**src/rtl/graph_pkg.sv**
```systemverilog
//#####################################################################
// Constants shared by the graphing pipeline and its testbench
// 640x480 timing, centred origin, parabola scale and palette
//#####################################################################

package graph_pkg;

    // Signed width of screen and function coordinates
    localparam int CORDW = 12;

    // Horizontal timing in pixels
    localparam logic signed [CORDW-1:0] H_ACTIVE = CORDW'(640);
    localparam logic signed [CORDW-1:0] H_FP     = CORDW'(16);   // Front porch
    localparam logic signed [CORDW-1:0] H_SYNC   = CORDW'(96);
    localparam logic signed [CORDW-1:0] H_BP     = CORDW'(48);   // Back porch
    localparam logic signed [CORDW-1:0] H_TOTAL  = H_ACTIVE + H_FP + H_SYNC + H_BP;  // 800

    // Vertical timing in lines
    localparam logic signed [CORDW-1:0] V_ACTIVE = CORDW'(480);
    localparam logic signed [CORDW-1:0] V_FP     = CORDW'(10);
    localparam logic signed [CORDW-1:0] V_SYNC   = CORDW'(2);
    localparam logic signed [CORDW-1:0] V_BP     = CORDW'(33);
    localparam logic signed [CORDW-1:0] V_TOTAL  = V_ACTIVE + V_FP + V_SYNC + V_BP;  // 525

    // Sync pulse windows, low inside [start, end)
    localparam logic signed [CORDW-1:0] H_SYNC_START = H_ACTIVE + H_FP;
    localparam logic signed [CORDW-1:0] H_SYNC_END   = H_SYNC_START + H_SYNC;
    localparam logic signed [CORDW-1:0] V_SYNC_START = V_ACTIVE + V_FP;
    localparam logic signed [CORDW-1:0] V_SYNC_END   = V_SYNC_START + V_SYNC;

    // Screen position of the function origin
    localparam logic signed [CORDW-1:0] X_OFFS = CORDW'(320);
    localparam logic signed [CORDW-1:0] Y_OFFS = CORDW'(240);

    // f(x) = (x*x) >> SQ_SHIFT
    localparam int SQ_SHIFT = 6;

    // Cycles from x,y valid to draw valid
    localparam int FUNC_LAT = 3;

    // Palette as {r, g, b} nibbles
    localparam logic [11:0] COL_AXES  = 12'hCCC;
    localparam logic [11:0] COL_CURVE = 12'h3BC;
    localparam logic [11:0] COL_BG    = 12'h222;
    localparam logic [11:0] COL_BLANK = 12'h000;  // Outside the active area

endpackage

```
**src/rtl/display_timing.sv**
```systemverilog
//#####################################################################
// Free-running 640x480 raster counters with sync, de and strobes
// Flags are registered so they line up with the sx, sy they describe
//#####################################################################

module display_timing (
    input  logic                               clk_pix,  // Pixel clock
    input  logic                               rst_n,
    output logic signed [graph_pkg::CORDW-1:0] sx,       // Screen column
    output logic signed [graph_pkg::CORDW-1:0] sy,       // Screen row
    output logic                               hsync,    // Active low
    output logic                               vsync,    // Active low
    output logic                               de,       // Active video
    output logic                               frame,    // First pixel of frame
    output logic                               line      // First pixel of line
);
    import graph_pkg::*;

    logic signed [CORDW-1:0] sx_next;  // Counter values one pixel ahead
    logic signed [CORDW-1:0] sy_next;
    logic                    last_col;
    logic                    last_row;
    logic                    hs_win;   // Inside the hsync window
    logic                    vs_win;

    always_comb begin
        last_col = (sx == H_TOTAL - CORDW'(1));
        last_row = (sy == V_TOTAL - CORDW'(1));
        sx_next  = last_col ? '0 : sx + CORDW'(1);  // Wrap at end of line
        sy_next  = sy;                              // Row holds within a line
        if (last_col) begin
            sy_next = last_row ? '0 : sy + CORDW'(1);
        end
    end

    // Sync windows decoded from the next position
    always_comb begin
        hs_win = (sx_next >= H_SYNC_START) && (sx_next < H_SYNC_END);
        vs_win = (sy_next >= V_SYNC_START) && (sy_next < V_SYNC_END);
    end

    // Counters and flags step together, so each flag matches the counters
    always_ff @(posedge clk_pix or negedge rst_n) begin
        if (!rst_n) begin
            sx    <= '0;
            sy    <= '0;
            hsync <= 1'b1;  // Syncs idle high
            vsync <= 1'b1;
            de    <= 1'b0;
            frame <= 1'b0;  // No strobe for the pixel held in reset
            line  <= 1'b0;
        end else begin
            sx    <= sx_next;
            sy    <= sy_next;
            hsync <= ~hs_win;
            vsync <= ~vs_win;
            de    <= (sx_next < H_ACTIVE) && (sy_next < V_ACTIVE);
            frame <= (sx_next == '0) && (sy_next == '0);
            line  <= (sx_next == '0);  // Also high on the frame pixel
        end
    end

endmodule

```
**src/rtl/plot_coords.sv**
```systemverilog
//#####################################################################
// Screen to function coordinates, origin at the screen centre
// One register stage, y grows upward, axis marks the centre row/column
//#####################################################################

module plot_coords (
    input  logic                               clk_pix,
    input  logic                               rst_n,
    input  logic signed [graph_pkg::CORDW-1:0] sx,    // Screen column
    input  logic signed [graph_pkg::CORDW-1:0] sy,    // Screen row
    output logic signed [graph_pkg::CORDW-1:0] x,     // Function x
    output logic signed [graph_pkg::CORDW-1:0] y,     // Function y, up is positive
    output logic                               axis   // On the x or y axis
);
    import graph_pkg::*;

    logic signed [CORDW-1:0] x_calc;
    logic signed [CORDW-1:0] y_calc;
    logic                    on_y_axis;  // Vertical axis column
    logic                    on_x_axis;  // Horizontal axis row

    always_comb begin
        x_calc    = sx - X_OFFS;
        y_calc    = Y_OFFS - sy;  // Flip so rows above centre are positive
        on_y_axis = (sx == X_OFFS);
        on_x_axis = (sy == Y_OFFS);
    end

    // Everything leaves a cycle after the counters
    always_ff @(posedge clk_pix or negedge rst_n) begin
        if (!rst_n) begin
            x    <= '0;
            y    <= '0;
            axis <= 1'b0;
        end else begin
            x    <= x_calc;
            y    <= y_calc;
            axis <= on_y_axis || on_x_axis;
        end
    end

endmodule

```
**src/rtl/func_squared.sv**
```systemverilog
//#####################################################################
// Pipelined test of whether (x, y) lies on the scaled parabola
// Span between f(x) and f(x+1) is accepted so steep parts stay joined
//#####################################################################

module func_squared (
    input  logic                               clk_pix,
    input  logic                               rst_n,
    input  logic signed [graph_pkg::CORDW-1:0] x,
    input  logic signed [graph_pkg::CORDW-1:0] y,
    output logic                               draw   // Pixel is on the curve
);
    import graph_pkg::*;

    localparam int WW = 2 * CORDW;  // Width that holds a full square

    logic signed [WW-1:0] x_w;      // Sign-extended x
    logic signed [WW-1:0] x1_w;     // x + 1
    logic signed [WW-1:0] sq0;      // Stage 1
    logic signed [WW-1:0] sq1;
    logic signed [CORDW-1:0] y_s1;
    logic signed [WW-1:0] f0;       // Scaled squares
    logic signed [WW-1:0] f1;
    logic signed [WW-1:0] lo;       // Stage 2
    logic signed [WW-1:0] hi;
    logic signed [WW-1:0] y_s2;

    always_comb begin
        x_w  = WW'(x);
        x1_w = x_w + WW'(1);
        f0   = sq0 >>> SQ_SHIFT;  // Squares are never negative
        f1   = sq1 >>> SQ_SHIFT;
    end

    always_ff @(posedge clk_pix or negedge rst_n) begin
        if (!rst_n) begin
            sq0  <= '0;
            sq1  <= '0;
            y_s1 <= '0;
            lo   <= '0;
            hi   <= '0;
            y_s2 <= '0;
            draw <= 1'b0;
        end else begin
            // Stage 1 squares both column edges
            sq0  <= x_w * x_w;
            sq1  <= x1_w * x1_w;
            y_s1 <= y;
            // Stage 2 orders the bounds, left half of the curve falls
            if (f0 <= f1) begin
                lo <= f0;
                hi <= f1;
            end else begin
                lo <= f1;
                hi <= f0;
            end
            y_s2 <= WW'(y_s1);
            // Stage 3 inclusive range test
            draw <= (y_s2 >= lo) && (y_s2 <= hi);
        end
    end

endmodule

```
**src/rtl/pixel_colour.sv**
```systemverilog
//#####################################################################
// Aligns sync, de and axis with draw, then picks the output colour
// Colour and syncs leave together from one output register
//#####################################################################

module pixel_colour (
    input  logic       clk_pix,
    input  logic       rst_n,
    input  logic       hsync,      // Same cycle as the counters
    input  logic       vsync,
    input  logic       de,
    input  logic       axis,       // One cycle after the counters
    input  logic       draw,       // FUNC_LAT after axis
    output logic       dvi_hsync,
    output logic       dvi_vsync,
    output logic       dvi_de,
    output logic [3:0] dvi_r,
    output logic [3:0] dvi_g,
    output logic [3:0] dvi_b
);
    import graph_pkg::*;

    logic [FUNC_LAT:0]   hs_q;    // One extra stage for the coordinate register
    logic [FUNC_LAT:0]   vs_q;
    logic [FUNC_LAT:0]   de_q;
    logic [FUNC_LAT-1:0] ax_q;
    logic [11:0]         colour;

    // Priority blank, axes, curve, background
    always_comb begin
        if (!de_q[FUNC_LAT])         colour = COL_BLANK;
        else if (ax_q[FUNC_LAT-1])   colour = COL_AXES;
        else if (draw)               colour = COL_CURVE;
        else                         colour = COL_BG;
    end

    always_ff @(posedge clk_pix or negedge rst_n) begin
        if (!rst_n) begin
            hs_q      <= '1;  // Idle syncs fill the pipe
            vs_q      <= '1;
            de_q      <= '0;
            ax_q      <= '0;
            dvi_hsync <= 1'b1;
            dvi_vsync <= 1'b1;
            dvi_de    <= 1'b0;
            {dvi_r, dvi_g, dvi_b} <= COL_BLANK;
        end else begin
            hs_q      <= {hs_q[FUNC_LAT-1:0], hsync};
            vs_q      <= {vs_q[FUNC_LAT-1:0], vsync};
            de_q      <= {de_q[FUNC_LAT-1:0], de};
            ax_q      <= {ax_q[FUNC_LAT-2:0], axis};
            dvi_hsync <= hs_q[FUNC_LAT];
            dvi_vsync <= vs_q[FUNC_LAT];
            dvi_de    <= de_q[FUNC_LAT];
            {dvi_r, dvi_g, dvi_b} <= colour;  // Nibbles r, g, b
        end
    end

endmodule

```
**src/rtl/graph_top.sv**
```systemverilog
//#####################################################################
// Function graphing pipeline with DVI-style 12-bit colour outputs
// Pixel outputs trail frame_start by five cycles
//#####################################################################

module graph_top (
    input  logic       clk_pix,      // 25.2 MHz class pixel clock
    input  logic       rst_n,
    output logic       dvi_hsync,
    output logic       dvi_vsync,
    output logic       dvi_de,
    output logic [3:0] dvi_r,
    output logic [3:0] dvi_g,
    output logic [3:0] dvi_b,
    output logic       frame_start   // Raster at (0, 0), not delayed
);
    import graph_pkg::*;

    logic signed [CORDW-1:0] sx;
    logic signed [CORDW-1:0] sy;
    logic                    hsync;
    logic                    vsync;
    logic                    de;
    logic signed [CORDW-1:0] x;      // Centred coordinates
    logic signed [CORDW-1:0] y;
    logic                    axis;
    logic                    draw;

    // Raster counters, line strobe only watched by assertions
    display_timing u_timing (
        .clk_pix (clk_pix),
        .rst_n   (rst_n),
        .sx      (sx),
        .sy      (sy),
        .hsync   (hsync),
        .vsync   (vsync),
        .de      (de),
        .frame   (frame_start),
        .line    ()
    );

    plot_coords u_coords (
        .clk_pix (clk_pix),
        .rst_n   (rst_n),
        .sx      (sx),
        .sy      (sy),
        .x       (x),
        .y       (y),
        .axis    (axis)
    );

    func_squared u_func (
        .clk_pix (clk_pix),
        .rst_n   (rst_n),
        .x       (x),
        .y       (y),
        .draw    (draw)
    );

    pixel_colour u_colour (
        .clk_pix   (clk_pix),
        .rst_n     (rst_n),
        .hsync     (hsync),
        .vsync     (vsync),
        .de        (de),
        .axis      (axis),
        .draw      (draw),
        .dvi_hsync (dvi_hsync),
        .dvi_vsync (dvi_vsync),
        .dvi_de    (dvi_de),
        .dvi_r     (dvi_r),
        .dvi_g     (dvi_g),
        .dvi_b     (dvi_b)
    );

endmodule

```
**config.mk**
```make
export PLATFORM = sky130hd
export DESIGN_NAME = graph_top
export DESIGN_NICKNAME = d
export VERILOG_FILES = /design/src/rtl/graph_pkg.sv /design/src/rtl/display_timing.sv /design/src/rtl/plot_coords.sv /design/src/rtl/func_squared.sv /design/src/rtl/pixel_colour.sv /design/src/rtl/graph_top.sv
export SDC_FILE = /design/constraint.sdc
export NUM_CORES = 1
export LEC_CHECK = 0
export BUFFER_PORTS_ARGS = -buffer_cell sky130_fd_sc_hd__buf_2
export CORE_UTILIZATION = 35
export CTS_BUF_LIST = sky130_fd_sc_hd__clkbuf_8
export CTS_CLUSTER_SIZE = 8
export DETAILED_ROUTE_END_ITERATION = 7
export GPL_TIMING_DRIVEN = 1
export PLACE_DENSITY_LB_ADDON = 0.08
export SLEW_MARGIN = 20
export SYNTH_ARGS = -nofsm -noshare
export SYNTH_HDL_FRONTEND = slang
export SYNTH_SLANG_ARGS = --single-unit
```
**constraint.sdc**
```tcl
create_clock -name clk_pix -period 11.89 [get_ports clk_pix]
set_clock_uncertainty 0.2 [all_clocks]
set_input_delay 2.9725 -clock clk_pix [delete_from_list [all_inputs] [get_ports clk_pix]]
set_output_delay 2.9725 -clock clk_pix [all_outputs]
set_load 0.05 [all_outputs]
```
==> results of run 1 <==
Yosys cell counts (2+ instances only):
cell      count
inv_1       362
fa_1        251
ha_1        186
dfrtp_1     161
nor2_1      102
nand2_1      93
xnor2_1      73
and2_1       41
a21oi_1      36
mux2_2       36
clkbuf_1     29
o21ai_0      28
xor2_1       27
a21o_1       26
nand2b_1     22
nand3_1      22
nand4_1      18
nor2b_1      15
dfstp_2      12
and3_1       10
nor3_1       10
nor4_1        8
or3_1         8
buf_4         7
o21a_1        7
or2_2         7
a211oi_1      5
o31ai_1       5
a31oi_1       4
nor3b_1       4
and4_1        3
clkinv_1      3
a211o_1       2
a31o_2        2
a41oi_1       2
and2_2        2
nand4b_1      2
nor4b_1       2
o211ai_1      2
o21bai_1      2
o22ai_1       2
worst max path at each step:
| stage | from | endpoint |
|---|---|---|
| 2_1_floorplan | u_coords.x[0] | u_func.sq1[23] |
| 3_3_place_gp | u_coords.x[0] | u_func.sq1[23] |
| 3_5_place_dp | u_coords.x[0] | u_func.sq1[23] |
| 4_1_cts | u_coords.x[0] | u_func.sq1[23] |
| 5_1_grt | u_coords.x[0] | u_func.sq1[23] |
| 6_report | u_coords.x[0] | u_func.sq1[23] |
metrics by stage:
step                cells  cell area (µm²)
floorplan            1669            17400
global route         2356            18600
CTS                  2356            18600
detailed placement   2324            18200
global placement     2324            18200
finish               2356            18600
layer usage:
| layer | GRT usage | wire (µm) |
|---|---|---|
| met1 | 0.248 | 19600 |
| met2 | 0.268 | 17800 |
| met3 | 0.0208 | 1150 |
| met4 | 0.0349 | 458 |
| met5 | 0 | 0 |
final cells by class:
class / count / area (µm²)
inverter: 365 / 1370
tap: 664 / 831
clock inverter: 14 / 159
timing repair buffer: 29 / 184
sequential: 173 / 4340
clock buffer: 18 / 248
fill: 4948 / 30300
multi-input combinational: 1093 / 11500
report_power, final:
| part | switching, mW | internal (mW) |
|---|---|---|
| logic | 0.0118 | 0.00101 |
| clock network | 0.232 | 0.197 |
| registers | 0.0000469 | 0.588 |
| total | 0.244 | 0.786 |
sequential cells by signal, indices dropped and copies added, names as in the netlist, 3 cells and up:
| name | cells |
|---|---|
| u_func.hi | 18 |
| u_func.lo | 18 |
| u_func.sq0 | 18 |
| u_func.sq1 | 18 |
| u_coords.x | 12 |
| u_coords.y | 12 |
| u_func.y_s1 | 12 |
| u_func.y_s2 | 12 |
| u_timing.sx | 12 |
| u_timing.sy | 12 |
| u_colour.de_q | 4 |
| u_colour.hs_q | 4 |
| u_colour.vs_q | 4 |
| u_colour.ax_q | 3 |
| u_colour.dvi_r | 3 |
kinds of logic (layout without fill, tap and decap cells):
family	Yosys count	after routing	synth area share
fa+ha+maj	437	437	0.423
buf+inv	403	426	0.0887
simple gates	376	376	0.108
flops	173	173	0.250
compound gates	140	140	0.0538
xor+xnor	102	102	0.0523
mux	36	36	0.0233
other cells	1	2	0.000216
==> results.sh, run 1 <==
export IMPL_status="completed"
export IMPL_slowest_delay_ps=810
export IMPL_place_congestion=0.822
export IMPL_cp_top_family="adder cells"
export IMPL_place_ws_ps=3080
export IMPL_maxCapViolations=0
export IMPL_layout_nets=2118
export IMPL_min_from="u_func.y_s1[1]"
export IMPL_cts_buffers=17
export IMPL_via_count=10600
export IMPL_rsz0062_at_grt="no"
export IMPL_grt_overflow_total=0
export IMPL_worstPathArrival_ps=8910
export IMPL_cts_resized_gates=0
export IMPL_syn2layout_area_growth_pct=7.26
export IMPL_cts_setup_buffers=0
export IMPL_drive_gt1_frac=0.0780
export IMPL_ff2ff_setup_slack_ps=3160
export IMPL_clk_latency_ps=490
export IMPL_hold_end="u_func.y_s2[1]"
export IMPL_yosysTopAreaCell="fa_1"
export IMPL_final_cell_mix="363 x inv_1, 251 x fa_1, 186 x ha_1"
export IMPL_grt_start_max_net_pins=68
export IMPL_crit_path_end_kind="register"
export IMPL_yosys_area_top_type_share=0.289
export IMPL_cts_root_buf="clkbuf_8"
export IMPL_rows=81
export IMPL_netlist_instances=1668
export IMPL_grt_first_pass_wirelength_um=65100
export IMPL_yosysWarningCount=0
export IMPL_diodes=0
export IMPL_htreeDepth=4
export IMPL_coreArea_um2=49000
export IMPL_worst_pin_slew_ps=847
export IMPL_hold_path_depth=0
export IMPL_cts_clk_slew_worst_paths_ps=100
export IMPL_synth_area_leaders="fa_1 29%, dfrtp_1 23%, ha_1 13%"
export IMPL_dr_pass1_iters=5
export IMPL_drv_slew=0
export IMPL_ios=18
export IMPL_initial_core_util=0.355
export IMPL_synth_edf_count=0
export IMPL_hold_viol=0
export IMPL_final_util=0.380
export IMPL_wl_um=39000
export IMPL_clk_path_buf_depth=2
export IMPL_cpMaxStageDelayCell="dfrtp_1"
export IMPL_io_buffers=16
export IMPL_ir_drop_v=0.0000772
export IMPL_synthFlopType="dfrtp_1"
export IMPL_post_dp_hpwl_um=33100
export IMPL_finalPower_mw=1.03
export IMPL_grt_usage=0.169
export IMPL_cp_buffers_inverters=6
export IMPL_period_needed_ps=8730
export IMPL_syn_area_um2=17400
export IMPL_synthDistinctLibCells=70
export IMPL_die_x_um=225
export IMPL_crit_fanout=19
export IMPL_cp_start_kind="register"
export IMPL_antenna_found_initial=1
export IMPL_cts_sinks=173
export IMPL_drt_iter0_markers=400
export IMPL_fp_dieH_um=225
export IMPL_reg2regPathDepth=26
export IMPL_fin_setup_tns_ps=0
export IMPL_timing_final_ws_setup_ps=3160
export IMPL_p_leak_nw=9.31
export IMPL_via_per_inst=4.52
export IMPL_rr_endpoint="u_func.sq1[23]"
export IMPL_maxSlewHeadroom=0.431
export IMPL_fin_crit_sh=0.734
export IMPL_cp_required_ps=12070
export IMPL_ys_ff_latch=173
export IMPL_p_per_area_nw_per_um2=55.3
export IMPL_grt_pass1_vias=11800
export IMPL_drc=0
export IMPL_drtAntennaViolNets=0
export IMPL_criticalPathCategory="register to register"
export IMPL_dieArea_um2=50500
export IMPL_cts_tree="done"
export IMPL_cp_num_cells=26
export IMPL_cts_hold_fix_buffers=0
export IMPL_min_path_type="register to register"
export IMPL_fmax_mhz=115
export IMPL_path_common_cell="inv_1"
export IMPL_wl_per_cell_um=16.5
export IMPL_async_reset_ff_frac=1.00
export IMPL_setup_viol=0
export IMPL_seq_area_frac_synth=0.250
export IMPL_layout_commonest_cell="inv_1"
export IMPL_fin_hold_ws_ps=144
export IMPL_r2r_start="u_coords.x[0]"
export IMPL_synth_area_per_cell_um2=10.4
Note: power is estimated with default switching activity, not from simulation.
==> run 2, diff against run 1 <==
==> constraint.sdc (replaced) <==
create_clock -name clk_pix -period 7.42 [get_ports clk_pix]
set_clock_uncertainty 0.2 [all_clocks]
set_input_delay 1.855 -clock clk_pix [delete_from_list [all_inputs] [get_ports clk_pix]]
set_output_delay 1.855 -clock clk_pix [all_outputs]
set_load 0.05 [all_outputs]
==> run 2 against run 1 <==
Routed wire length rose by 3.5%. Largest cell class unchanged. Worst hold slack got worse by 9.0 ps. Core utilization rose by 0.71 points. Power rose by 61%. Count of clock-buffer cells in the layout fell by 1. Worst setup slack got worse by 2700 ps. Critical path depth did not move. Clock power rose by 61%. Sequential share of layout area fell by 0.43 points. Combinational power rose by 68%. Flip-flop and latch count did not move.
==> results.sh, run 2 (synthesis gave the netlist of run 1 again) <==
export IMPL_grt_first_pass_wirelength_um=67000
export IMPL_instances_no_fill=2395
export IMPL_htreeDepth=4
export IMPL_clk_path_buf_depth=2
export IMPL_cts_buffers=17
export IMPL_fmax_mhz=143
export IMPL_rsz0062_at_grt="no"
export IMPL_fin_hold_ws_ps=135
export IMPL_dieArea_um2=50500
export IMPL_final_cell_mix="363 x inv_1, 250 x fa_1, 186 x ha_1"
export IMPL_grt_usage=0.175
export IMPL_drtAntennaViolNets=0
export IMPL_cts_root_buf="clkbuf_8"
export IMPL_ir_drop_v=0.000128
export IMPL_wl_um=40300
export IMPL_cp_required_ps=7600
export IMPL_criticalPathCategory="register to register"
export IMPL_layout_nets=2156
export IMPL_cts_tree="done"
export IMPL_hold_viol=0
export IMPL_period_needed_ps=7010
export IMPL_finalPower_mw=1.66
export IMPL_min_path_type="register to register"
export IMPL_maxCapViolations=0
export IMPL_status="completed"
export IMPL_via_per_inst=4.53
export IMPL_grt_pass1_vias=12200
export IMPL_grt_overflow_total=0
export IMPL_rr_endpoint="u_func.sq1[23]"
export IMPL_cts_sinks=173
export IMPL_layout_commonest_cell="inv_1"
export IMPL_ios=18
export IMPL_cts_hold_fix_buffers=0
export IMPL_crit_fanout=9
export IMPL_r2r_start="u_coords.x[3]"
export IMPL_reg2regPathDepth=26
export IMPL_place_congestion=0.842
export IMPL_setup_worst_path_end="u_func.sq1[23]"
export IMPL_fin_crit_sh=0.945
export IMPL_drc=0
export IMPL_drt_iter0_markers=506
export IMPL_syn2layout_area_growth_pct=9.26
export IMPL_coreArea_um2=49000
export IMPL_p_per_area_nw_per_um2=87.3
export IMPL_initial_core_util=0.355
export IMPL_grt_start_max_net_pins=81
export IMPL_io_buffers=16
export IMPL_wl_per_cell_um=16.8
export IMPL_cts_clk_slew_worst_paths_ps=100
export IMPL_clk_latency_ps=500
export IMPL_die_x_um=225
export IMPL_fp_dieH_um=225
export IMPL_post_dp_hpwl_um=34500
export IMPL_antenna_found_initial=1
export IMPL_rows=81
export IMPL_min_from="u_coords.y[3]"
export IMPL_placed_cells=2362
export IMPL_fill_cells=4927
export IMPL_via_count=10900
export IMPL_cp_start_kind="register"
export IMPL_ff2ff_setup_slack_ps=410
export IMPL_dr_pass1_iters=5
export IMPL_setup_viol=0
export IMPL_worstPathArrival_ps=7180
export IMPL_drv_slew=0
export IMPL_p_leak_nw=9.50
export IMPL_crit_path_end_kind="register"
export IMPL_drive_gt1_frac=0.103
export IMPL_worst_pin_slew_ps=779
export IMPL_critPathLaunch="u_coords.x[3]"
export IMPL_maxSlewHeadroom=0.481
run 2: worst max-delay path: stages, from the launching register on:
cell	delay [ps]
dfrtp_1	350
buf_4	170
and2_1	210
and4_1	290
nor3b_1	260
xor2_1	210
inv_1	80
nor2_1	150
xnor2_1	100
ha_1	290
inv_1	60
fa_1	540
inv_1	60
fa_1	500
fa_1	520
fa_1	540
inv_1	50
fa_1	500
inv_1	40
ha_1	340
a31oi_2	220
o21ai_1	190
nor4_2	230
nor3_1	120
a2111oi_2	380
a21oi_1	140
xnor2_1	140
run 2: area by class of cell:
class                   count  area, µm²  area share
repair buffers             67        469      0.0247
inverters                 365       1370      0.0722
diodes                      1       2.50    0.000132
flip-flops and latches    173       4340       0.229
well taps                 664        831      0.0438
clock inverters            15        179     0.00943
multi-input cells        1093      11500       0.608
clock buffers              17        234      0.0123
run 2: where the power goes:
group	total, mW	internal [mW]	leakage [nW]	switching, mW
sequential	0.943	0.943	2.14	0.0000726
combinational	0.0215	0.00156	7.15	0.0199
clock	0.692	0.311	0.206	0.381
total	1.66	1.25	9.50	0.401
run 2: timing repair:
action / in CTS / in global routing
resized for setup: 1 / 9
setup endpoints to repair: 1 / 3
buffers inserted: 0 / 0
pin swaps: 0 / 2
run 2: metrics by stage:
| stage | TNS (ps) | area [µm²] | util | worst slack [ps] |
|---|---|---|---|---|
| after floorplan | 0 | 17400 | - | 105 |
| after global placement | 0 | 18500 | 0.378 | 170 |
| after detailed placement | -37.3 | 18500 | 0.378 | -37.3 |
| after CTS | 0 | 18900 | 0.387 | 93.0 |
| after global routing | 0 | 19000 | 0.388 | 5.61 |
| final | 0 | 19000 | 0.388 | 411 |
run 2: how the worst min path moves through the flow:
stage	slack [ps]	end	cells after the start
floorplan	130	u_colour.ax_q[0]	0
global placement	130	u_func.y_s2[6]	0
CTS	140	u_func.y_s1[1]	0
finish	130	u_func.y_s1[3]	0
global route	140	u_func.y_s1[9]	0
detailed placement	130	u_func.y_s1[1]	0
run 2: per-layer routing:
metal	track usage	part of all wire
met5	0	0
met4	0.0445	0.017
met3	0.0222	0.024
met2	0.289	0.48
met1	0.242	0.48
==> run 3, diff against run 2 <==
--- a/config.mk
+++ b/config.mk
@@ -11,7 +11,7 @@
 export CTS_CLUSTER_SIZE = 8
 export DETAILED_ROUTE_END_ITERATION = 7
 export GPL_TIMING_DRIVEN = 1
-export PLACE_DENSITY_LB_ADDON = 0.08
+export PLACE_DENSITY_LB_ADDON = 0.1
 export SLEW_MARGIN = 20
 export SYNTH_ARGS = -nofsm -noshare
 export SYNTH_HDL_FRONTEND = slang
==> run 3 against run 2 <==
Worst setup slack lost 85 ps. Flip-flop and latch count is the same. Combinational power is essentially flat. Global-route usage shrank 0.47 points. First-iteration DRC count grew 2.2%. Routed wire length shrank 1.9%. Critical path depth is the same. Sequential share of layout area shrank 0.12 points. Count of clock-buffer cells in the layout grew 1. Largest cell class unchanged. Largest power group unchanged.
==> results.sh, run 3 (synthesis gave the netlist of run 1 again) <==
export IMPL_status="completed"
export IMPL_dr_max_layer_used="met4"
export IMPL_crit_fanout=9
export IMPL_r2r_start="u_coords.x[1]"
export IMPL_drive_gt1_frac=0.113
export IMPL_clk_latency_ps=510
export IMPL_cts_sinks=173
export IMPL_period_needed_ps=7090
export IMPL_grt_start_max_net_pins=88
export IMPL_wl_met2_um=18800
export IMPL_grt_pass1_vias=11900
export IMPL_criticalPathCategory="register to register"
export IMPL_wl_um=39600
export IMPL_maxCapViolations=0
export IMPL_cts_tree="done"
export IMPL_cp_start_kind="register"
export IMPL_initial_core_util=0.355
export IMPL_setup_viol=0
export IMPL_layout_nets=2162
export IMPL_ios=18
export IMPL_drtAntennaViolNets=0
export IMPL_die_x_um=225
export IMPL_hold_viol=0
export IMPL_maxSlewHeadroom=0.430
export IMPL_coreArea_um2=49000
export IMPL_cp_required_ps=7640
export IMPL_drv_slew=0
export IMPL_drt_iter0_markers=517
export IMPL_grt_overflow_total=0
export IMPL_dr_wl_met3_um=1040
export IMPL_worst_pin_slew_ps=856
export IMPL_p_leak_nw=9.54
export IMPL_io_buffers=16
export IMPL_finalPower_mw=1.70
export IMPL_via_per_inst=4.55
export IMPL_wl_met1_um=19100
export IMPL_grt_usage=0.170
export IMPL_ir_drop_v=0.000120
export IMPL_cts_buffers=17
export IMPL_ff2ff_setup_slack_ps=330
export IMPL_fmax_mhz=141
export IMPL_worstPathArrival_ps=7320
export IMPL_final_cell_mix="362 x inv_1, 251 x fa_1, 185 x ha_1"
export IMPL_dieArea_um2=50500
export IMPL_antenna_found_initial=1
export IMPL_syn2layout_area_growth_pct=9.95
export IMPL_fp_dieH_um=225
export IMPL_htreeDepth=4
export IMPL_critPathLaunch="u_coords.x[1]"
export IMPL_place_congestion=0.800
export IMPL_p_per_area_nw_per_um2=89.0
export IMPL_min_path_type="register to register"
export IMPL_fin_hold_ws_ps=149
export IMPL_cts_clk_slew_worst_paths_ps=120
export IMPL_post_dp_hpwl_um=33700
export IMPL_grt_first_pass_wirelength_um=65300
export IMPL_layout_commonest_cell="inv_1"
export IMPL_min_from="u_func.y_s1[4]"
export IMPL_cts_root_buf="clkbuf_8"
export IMPL_wl_per_cell_um=16.5
export IMPL_fin_crit_sh=0.956
export IMPL_via_count=10900
export IMPL_drc=0
export IMPL_crit_path_end_kind="register"
export IMPL_clk_path_buf_depth=2
export IMPL_rows=81
export IMPL_fill_cells=4862
export IMPL_dr_pass1_iters=5
==> run 3: changes by cell type in the layout (fill, tap and decap cells not counted), moves of 2 or more <==
cell      change
nor3_1        -2
clkinv_2      +2
nor3_2        +2
xnor2_2       -2
nor2_1        -2
nor2_2        +2
dfrtp_1       -4
inv_6         -3
xnor2_1       +2
buf_4         +6
dfrtp_2       +4
==> run 3: repair_timing <==
item	in CTS	in global routing
cloned	0	0
buffers inserted	0	4
hold buffers	0	0
endpoints found under the hold margin	0	0
resized for setup	4	22
pin swaps	0	2
setup endpoints to repair	2	4
==> run 3: metrics by stage <==
step / TNS, ps / cell area, µm² / util / setup WS, ps / instances
4_1_cts: 0 / 19000 / 0.388 / 7.61 / 2396
3_3_place_gp: 0 / 18500 / 0.378 / 44.0 / 2364
2_1_floorplan: 0 / 17400 / - / 105 / 1669
3_5_place_dp: -168 / 18500 / 0.378 / -162 / 2364
6_report: 0 / 19100 / 0.390 / 326 / 2402
5_1_grt: -6.91 / 19100 / 0.390 / -6.91 / 2400
==> run 3: final timing paths <==
check                      cells after the start                  to
max in group asynchronous                      2  u_colour.dvi_hsync
max                                           26      u_func.sq1[22]
min                                            0      u_func.y_s2[4]
max reg2reg                                   26      u_func.sq1[22]
min reg2reg                                    0      u_func.y_s2[4]
min in group asynchronous                      1     u_colour.dvi_de
==> run 3: metal layers <==
| layer | vias up | global-route usage |
|---|---|---|
| met2 | 87 | 0.279 |
| met4 | 0 | 0.0380 |
| met3 | 30 | 0.0256 |
| met1 | 5511 | 0.238 |
| met5 | - | 0 |
| li1 | 5295 | - |
==> run 3: cell type report <==
type	count	area, µm²	share of cell area
antenna	2	5.00	0.000262
tap	664	831	0.0435
inverter	365	1370	0.0718
clock buffer	18	248	0.0130
clock inverter	14	184	0.00963
multi-input combinational	1093	11600	0.607
sequential	173	4350	0.228
timing repair buffer	73	514	0.0269
==> run 3: critical path, cell delays in order, from the launching register on <==
cell and delay [ps]:
dfrtp_1 450, buf_4 190, and2_2 210, and4_1 210
xnor2_1 260, nor2_1 140, fa_1 550, inv_1 50
fa_1 520, inv_1 50, fa_1 490, inv_1 50
fa_1 470, fa_1 540, inv_1 40, ha_1 280
ha_1 360, nand2_1 80, or4b_4 510, a31oi_4 220
a21oi_2 90, nor2b_2 140, o21ai_2 90, a211oi_2 220
a41o_1 240, o211a_1 180, xor2_1 150
==> run 3: power by group <==
part,total (mW),internal [mW],switching (mW)
sequential,0.943,0.943,0.0000720
clock,0.735,0.350,0.386
combinational,0.0212,0.00157,0.0196
